## config.mk

```make
export PLATFORM = sky130hd
export DESIGN_NAME = spi_master_top
export DESIGN_NICKNAME = d
export VERILOG_FILES = /design/src/spi_pkg.sv /design/src/spi_tick_timer.sv /design/src/spi_sequencer.sv /design/src/spi_shifter.sv /design/src/spi_master_top.sv
export VERILOG_INCLUDE_DIRS = /design/src /design/src/src
export SDC_FILE = /design/constraint.sdc
export NUM_CORES = 1
export LEC_CHECK = 0
export ABC_AREA = 1
export BUFFER_PORTS_ARGS = -buffer_cell sky130_fd_sc_hd__buf_2
export CORE_ASPECT_RATIO = 0.75
export CORE_UTILIZATION = 30
export DETAILED_ROUTE_END_ITERATION = 8
export GPL_TIMING_DRIVEN = 1
export PLACE_DENSITY = 0.59
export RECOVER_POWER = 50
export SYNTH_ARGS = -nofsm -noshare
export SYNTH_HDL_FRONTEND = slang
export SYNTH_SLANG_ARGS = --single-unit
```

## constraint.sdc

```tcl
create_clock -name i_clk -period 2.7 [get_ports i_clk]
set_clock_uncertainty 0.05 [all_clocks]
set_input_delay 0.135 -clock i_clk [delete_from_list [all_inputs] [get_ports i_clk]]
set_output_delay 0.135 -clock i_clk [all_outputs]
set_load 0.01 [all_outputs]
```

## src/spi_consts.svh

```systemverilog
`ifndef SPI_CONSTS_SVH
`define SPI_CONSTS_SVH

// frame field widths
`define SPI_ADDR_WIDTH 15
`define SPI_DATA_WIDTH 16

// address + rw bit + data
`define SPI_FRAME_BITS 32

// run-time clock divider
`define SPI_DIV_WIDTH 16

`endif

```

## src/spi_pkg.sv

```systemverilog
`include "spi_consts.svh"

package spi_pkg;

    typedef logic [`SPI_ADDR_WIDTH-1:0] spi_addr_t;
    typedef logic [`SPI_DATA_WIDTH-1:0] spi_data_t;
    typedef logic [`SPI_FRAME_BITS-1:0] spi_frame_t;
    typedef logic [`SPI_DIV_WIDTH-1:0]  spi_div_t;

    // quarter phase within one frame bit
    typedef logic [1:0] spi_phase_t;
    // frame bit position, one spare bit so it can count past the end
    typedef logic [5:0] spi_bit_idx_t;

    typedef enum logic [2:0] {
        SEQ_IDLE,
        SEQ_SELECT,
        SEQ_SHIFT,
        SEQ_STOP,
        SEQ_ACK
    } spi_state_e;

endpackage

```

## src/spi_tick_timer.sv

```systemverilog
`timescale 1ns/1ps
`include "spi_consts.svh"

module spi_tick_timer
    import spi_pkg::*;
(
    input  logic       i_clk,
    input  logic       i_rst,
    input  spi_div_t   i_divider,
    input  logic       i_phase_run,
    input  logic       i_bit_clear,
    output logic       o_tick,
    output spi_phase_t o_phase,
    output logic       o_last_bit
);

    spi_div_t     div_cnt;
    spi_phase_t   phase;
    spi_bit_idx_t bit_idx;

    ////////////////////////////////////////
    // divider tick
    ////////////////////////////////////////

    // >= keeps the counter sane if the divider shrinks mid count
    assign o_tick = (div_cnt >= i_divider);

    always_ff @(posedge i_clk) begin
        if (i_rst) begin
            div_cnt <= '0;
        end else if (o_tick) begin
            div_cnt <= '0;
        end else begin
            div_cnt <= div_cnt + 1'b1;
        end
    end

    ////////////////////////////////////////
    // quarter phase and bit position
    ////////////////////////////////////////

    always_ff @(posedge i_clk) begin
        if (i_rst || i_bit_clear) begin
            phase   <= '0;
            bit_idx <= '0;
        end else if (o_tick && i_phase_run) begin
            phase <= phase + 1'b1;
            // next bit once phase 3 wraps
            if (phase == 2'd3) begin
                bit_idx <= bit_idx + 1'b1;
            end
        end
    end

    assign o_phase    = phase;
    assign o_last_bit = (bit_idx == spi_bit_idx_t'(`SPI_FRAME_BITS - 1));

endmodule

```

## src/spi_sequencer.sv

```systemverilog
`timescale 1ns/1ps

module spi_sequencer
    import spi_pkg::*;
(
    input  logic       i_clk,
    input  logic       i_rst,
    input  logic       i_req,
    input  logic       i_cpol,
    input  logic       i_cpha,
    input  logic       i_tick,
    input  spi_phase_t i_phase,
    input  logic       i_last_bit,
    output logic       o_ack,
    output logic       o_ss,
    output logic       o_sclk,
    output logic       o_phase_run,
    output logic       o_bit_clear,
    output logic       o_load,
    output logic       o_launch,
    output logic       o_sample,
    output logic       o_release
);

    spi_state_e state;
    logic       cpol_q;
    logic       cpha_q;
    logic       sclk;
    // high during bit 0, where cpha 1 has nothing to sample yet
    logic       first_bit;

    ////////////////////////////////////////
    // state register and slow outputs
    ////////////////////////////////////////

    always_ff @(posedge i_clk) begin
        if (i_rst) begin
            state     <= SEQ_IDLE;
            cpol_q    <= 1'b0;
            cpha_q    <= 1'b0;
            sclk      <= 1'b0;
            first_bit <= 1'b0;
            o_ack     <= 1'b0;
            o_ss      <= 1'b1;
        end else if (i_tick) begin
            case (state)
                SEQ_IDLE: begin
                    if (i_req) begin
                        cpol_q <= i_cpol;
                        cpha_q <= i_cpha;
                        o_ss   <= 1'b0;
                        state  <= SEQ_SELECT;
                    end
                end
                SEQ_SELECT: begin
                    first_bit <= 1'b1;
                    state     <= SEQ_SHIFT;
                end
                SEQ_SHIFT: begin
                    if (i_phase == 2'd1) begin
                        sclk <= 1'b1;
                    end
                    if (i_phase == 2'd3) begin
                        sclk      <= 1'b0;
                        first_bit <= 1'b0;
                        if (i_last_bit) begin
                            state <= SEQ_STOP;
                        end
                    end
                end
                SEQ_STOP: begin
                    if (i_phase == 2'd1) begin
                        o_ss <= 1'b1;
                    end
                    if (i_phase == 2'd3) begin
                        o_ack <= 1'b1;
                        state <= SEQ_ACK;
                    end
                end
                SEQ_ACK: begin
                    // hold ack until the host drops its request
                    if (!i_req) begin
                        o_ack <= 1'b0;
                        state <= SEQ_IDLE;
                    end
                end
                default: state <= SEQ_IDLE;
            endcase
        end
    end

    assign o_sclk = sclk ^ cpol_q;

    ////////////////////////////////////////
    // shifter strobes, one cycle on a tick
    ////////////////////////////////////////

    always_comb begin
        o_load      = 1'b0;
        o_launch    = 1'b0;
        o_sample    = 1'b0;
        o_release   = 1'b0;
        o_bit_clear = 1'b0;
        o_phase_run = (state == SEQ_SHIFT) || (state == SEQ_STOP);
        if (i_tick) begin
            case (state)
                SEQ_IDLE:   o_load = i_req;
                SEQ_SELECT: begin
                    o_bit_clear = 1'b1;
                    // cpha 0 needs bit 0 on MOSI before the first edge
                    o_launch    = !cpha_q;
                end
                SEQ_SHIFT: begin
                    case (i_phase)
                        2'd0:    o_sample = cpha_q && !first_bit;
                        2'd1:    o_launch = cpha_q;
                        2'd2:    o_sample = !cpha_q;
                        default: o_launch = !cpha_q && !i_last_bit;
                    endcase
                end
                SEQ_STOP: begin
                    // trailing sample of the last bit for cpha 1
                    o_sample  = (i_phase == 2'd0) && cpha_q;
                    o_release = (i_phase == 2'd1);
                end
                default: ;
            endcase
        end
    end

endmodule

```

## src/spi_shifter.sv

```systemverilog
`timescale 1ns/1ps
`include "spi_consts.svh"

module spi_shifter
    import spi_pkg::*;
(
    input  logic      i_clk,
    input  logic      i_rst,
    input  logic      i_load,
    input  logic      i_launch,
    input  logic      i_sample,
    input  logic      i_release,
    input  spi_addr_t i_addr,
    input  logic      i_rw,
    input  spi_data_t i_data,
    input  logic      i_miso,
    output logic      o_mosi,
    output spi_data_t o_read_data
);

    spi_frame_t frame;
    // only the data field of the received frame is kept
    spi_data_t  rx;

    ////////////////////////////////////////
    // transmit side
    ////////////////////////////////////////

    always_ff @(posedge i_clk) begin
        if (i_load) begin
            // reads send zeros in the data field
            frame <= {i_addr, i_rw, (i_rw ? spi_data_t'(0) : i_data)};
        end else if (i_launch) begin
            frame <= {frame[`SPI_FRAME_BITS-2:0], 1'b0};
        end
    end

    always_ff @(posedge i_clk) begin
        if (i_rst) begin
            o_mosi <= 1'b0;
        end else if (i_release) begin
            o_mosi <= 1'b0;
        end else if (i_launch) begin
            o_mosi <= frame[`SPI_FRAME_BITS-1];
        end
    end

    ////////////////////////////////////////
    // receive side
    ////////////////////////////////////////

    always_ff @(posedge i_clk) begin
        if (i_sample) begin
            rx <= {rx[`SPI_DATA_WIDTH-2:0], i_miso};
        end
    end

    // last 16 samples become the read word
    always_ff @(posedge i_clk) begin
        if (i_release) begin
            o_read_data <= rx;
        end
    end

endmodule

```

## src/spi_master_top.sv

```systemverilog
`timescale 1ns/1ps

module spi_master_top
    import spi_pkg::*;
(
    input  logic      i_clk,
    input  logic      i_rst,
    input  logic      i_req,
    input  spi_addr_t i_addr,
    input  logic      i_rw,
    input  spi_data_t i_data,
    input  logic      i_cpol,
    input  logic      i_cpha,
    input  spi_div_t  i_divider,
    input  logic      i_miso,
    output logic      o_ack,
    output spi_data_t o_read_data,
    output logic      o_ss,
    output logic      o_sclk,
    output logic      o_mosi
);

    logic       tick;
    spi_phase_t phase;
    logic       last_bit;
    logic       phase_run;
    logic       bit_clear;
    logic       load_stb;
    logic       launch_stb;
    logic       sample_stb;
    logic       release_stb;

    spi_tick_timer timer_i (
        .i_clk       (i_clk),
        .i_rst       (i_rst),
        .i_divider   (i_divider),
        .i_phase_run (phase_run),
        .i_bit_clear (bit_clear),
        .o_tick      (tick),
        .o_phase     (phase),
        .o_last_bit  (last_bit)
    );

    spi_sequencer sequencer_i (
        .i_clk       (i_clk),
        .i_rst       (i_rst),
        .i_req       (i_req),
        .i_cpol      (i_cpol),
        .i_cpha      (i_cpha),
        .i_tick      (tick),
        .i_phase     (phase),
        .i_last_bit  (last_bit),
        .o_ack       (o_ack),
        .o_ss        (o_ss),
        .o_sclk      (o_sclk),
        .o_phase_run (phase_run),
        .o_bit_clear (bit_clear),
        .o_load      (load_stb),
        .o_launch    (launch_stb),
        .o_sample    (sample_stb),
        .o_release   (release_stb)
    );

    spi_shifter shifter_i (
        .i_clk       (i_clk),
        .i_rst       (i_rst),
        .i_load      (load_stb),
        .i_launch    (launch_stb),
        .i_sample    (sample_stb),
        .i_release   (release_stb),
        .i_addr      (i_addr),
        .i_rw        (i_rw),
        .i_data      (i_data),
        .i_miso      (i_miso),
        .o_mosi      (o_mosi),
        .o_read_data (o_read_data)
    );

endmodule

```

==> impl_metrics.csv <==
group,metric,value,unit
hold_path,holdCritPathClass,"primary input to register",
timing,setup_tns,0,ns
floorplan,core_area,14600,um^2
global_routing,first_global_vias,3205,
synth,yosys.cell_count.top_type,"sky130_fd_sc_hd__nand2_1",
synth,postSynthNetCount,549,
synth,synth-main-ff-cell,"sky130_fd_sc_hd__edfxtp_1",
clocking,clk_pin_slew,0.07,ns
layout,finish.net_count,637,
synth,synth.top_cells.by_count,"sky130_fd_sc_hd__nand2_1 (152), sky130_fd_sc_hd__edfxtp_1 (64), sky130_fd_sc_hd__inv_1 (49)",
layout,finalInstanceArea,5500,um^2
timing,hold_viol_final,0,
timing,fin_crit,2.34,ns
floorplan,core.rowCount,38,
clocking,cts_tree,"yes",
global_routing,grt_first_pass_wirelength,14.9,mm
synth,post_synth_instance_area,4530,um^2
detailed_routing,avgViaCountPerCell,4.34,
layout,final_core_util,37.7,%
timing,timing.final.ws_setup,0.360,ns
timing,worst_slew_margin_rel,71.2,%
layout,multi_input_combinational_cell_area,1640,um^2
clocking,postCtsResizedCells,0,
synth,seq_area_frac_synth,57.4,%
layout,area_delta_synth_final,21.4,%
timing,clock.fmax,427,MHz
placed_design,gp_congestion,0.803,
synth,number_of_enable_flip_flop_cells_after_synthesis,64,
timing,setup_repair_after_global_routing_missed_its_margin,"false",
global_routing,pin_count_of_the_biggest_net_entering_global_routing,37,
clocking,clkLatencyLatePin,0.35,ns
synth,synth_cells,473,
synth,yosys_register_bits,98,
timing,whs,0.00978,ns
floorplan,start_util,31.0,%
worst_setup_path,required_time_at_the_worst_slack_endpoint,2.74,ns
placed_design,place.detailed.instances,739,
synth,synth_async_sr_flop_share,0,%
timing,report.final.slew_viol_count,0,
outcome,outcome,"completed",
detailed_routing,detail_route.wirelength,8.90,mm
worst_setup_path,start_kind,"register",
power_and_ir_drop,vdd.ir_drop.worst,258,uV
layout,seq_cell_area,2600,um^2
synth,synth.avg_cell_area,9.58,um^2
synth,synthDominantCellAreaShare,42.4,%
detailed_routing,dr_total_vias,3327,
power_and_ir_drop,power_density,565,nW/um^2
detailed_routing,detailed_routing_iteration_count_for_the_pre_antenna_repair_pass,4,
placed_design,dp_hpwl,6.39,mm
job,max_cap_check_violation_count,0,
clocking,tritoncts_num_sinks,98,
detailed_routing,drc,0,
detailed_routing,wl_per_cell,11.6,um
layout,layout.filler_cells,1504,
layout,post_route_cells_drive_above_1_share,15.9,%
floorplan,chipHeight,108,um
placed_design,numPortBuffers,73,
clocking,cts-root-to-sink-buffers,2,
worst_setup_path,worst_setup_path_end_kind,"register",
placed_design,pre_cts_ws,0.324,ns
timing,final_min_period_over_clock_period,86.7,%
detailed_routing,drtIter0Drc,116,
worst_setup_path,timing_worst_setup_path_type,"register to register",
worst_setup_path,worst-endpoint-arrival,2.38,ns
global_routing,antenna_found_initial,0,
clocking,numCtsBuffers,9,
worst_setup_path,path_max_fanout,36,
synth,yosysTopAreaCell,"sky130_fd_sc_hd__edfxtp_1",
synth,ys.warnings.count,0,
clocking,clk_root_buffer_cell,"sky130_fd_sc_hd__clkbuf_16",
floorplan,die_area,15600,um^2
layout,stdcell_count,766,
power_and_ir_drop,leakage_dissipation,2.21,nW
floorplan,floorplan.io_pins,74,
timing,setup_violations,0,
placed_design,dpl-instance-area,5100,um^2
global_routing,track_usage,12.4,%
global_routing,gr-total-overflow,0,
floorplan,chipWidth,144,um
power_and_ir_drop,total_power,3.11,mW
synth,netlist_top_cells_area,"sky130_fd_sc_hd__edfxtp_1 (42%), sky130_fd_sc_hd__dfxtp_1 (15%), sky130_fd_sc_hd__nand2_1 (13%), sky130_fd_sc_hd__ha_1 (6.1%), sky130_fd_sc_hd__inv_1 (4.1%)",
synth,cell_variety_after_synth,36,
detailed_routing,route.antenna.remaining_nets,0,
layout,n_antenna_cell,0,
timing,max_slew.worst_pin.slew,0.431,ns
clocking,cts-htree-levels,3,
worst_setup_path,regToRegSetupSlack,0.36,ns
-- registers in the layout, indices dropped and copies added, names as in the netlist, 2 cells and up --
signal and count:
sequencer_i.state 3, shifter_i.frame 32, shifter_i.o_read_data 16, shifter_i.rx 16, timer_i.bit_idx 6, timer_i.div_cnt 16, timer_i.o_phase 2
-- metal layers --
metal | GRT usage (%) | vias up | wire length [um]
li1 | - | 1735 | -
met1 | 16.9 | 1515 | 4530
met2 | 18.4 | 75 | 3900
met3 | 3.59 | 2 | 439
met4 | 4.56 | 0 | 31
met5 | 0 | - | 0
-- power by group --
part           internal (mW)  switching, mW  total (mW)  leakage (nW)
sequential              1.58        0.00366        1.58         0.848
clock                  0.831          0.588        1.42         0.164
combinational         0.0548         0.0511       0.106          1.19
-- path summary, 6_finish.rpt --
| check | endpoint | cells after the start | from |
|---|---|---|---|
| worst max-delay path | shifter_i.frame[16] | 9 | timer_i.div_cnt[9] |
| worst min-delay path | shifter_i.frame[11] | 3 | i_data[11] |
| worst max register to register | shifter_i.frame[16] | 9 | timer_i.div_cnt[9] |
| worst min register to register | shifter_i.o_read_data[15] | 0 | shifter_i.rx[15] |
-- placed cells by master, fill, tap and decap left out, types with 12 or more instances in the layout --
master                     instances
sky130_fd_sc_hd__dfxtp_1          34
sky130_fd_sc_hd__buf_2            53
sky130_fd_sc_hd__nand3_1          17
sky130_fd_sc_hd__nand2_1         152
sky130_fd_sc_hd__a21oi_1          30
sky130_fd_sc_hd__inv_1            50
sky130_fd_sc_hd__nor2_1           29
sky130_fd_sc_hd__edfxtp_1         64
sky130_fd_sc_hd__clkbuf_1         20
sky130_fd_sc_hd__nand4_1          12
sky130_fd_sc_hd__ha_1             22
-- kinds of logic after synthesis --
kind of cell	Yosys count	share of synthesized area (%)
AND/OR/NAND/NOR	243	24.1
adder cells (fa/ha/maj)	22	6.07
flip-flops	98	57.4
XOR/XNOR	7	1.35
buffers and inverters	61	5.99
AO/OA/AOI/OAI	42	5.05
-- area by class of cell --
type                       instances  share of cell area (%)
timing repair buffer              87                    8.83
tap                              200                    4.55
sequential                        98                    47.3
clock buffer                       9                    4.09
multi-input combinational        314                    29.8
inverter                          51                    3.48
clock inverter                     7                    1.98
-- critical path, cell delays in order (launching register included) --
cell                      delay (ns)
sky130_fd_sc_hd__dfxtp_1        0.45
sky130_fd_sc_hd__ha_1           0.29
sky130_fd_sc_hd__a21oi_1        0.13
sky130_fd_sc_hd__o21ai_0        0.08
sky130_fd_sc_hd__a21oi_1        0.23
sky130_fd_sc_hd__nand2_4        0.22
sky130_fd_sc_hd__nand2_8        0.26
sky130_fd_sc_hd__inv_2          0.18
sky130_fd_sc_hd__nor2_1         0.13
sky130_fd_sc_hd__nor2_1         0.05
-- timing repair --
item | 4_1_cts | 5_1_grt
hold buffers | 11 | 0
buffers inserted | 0 | 0
hold endpoints to repair | 15 | 0
Note: power is estimated with default switching activity, not from simulation.
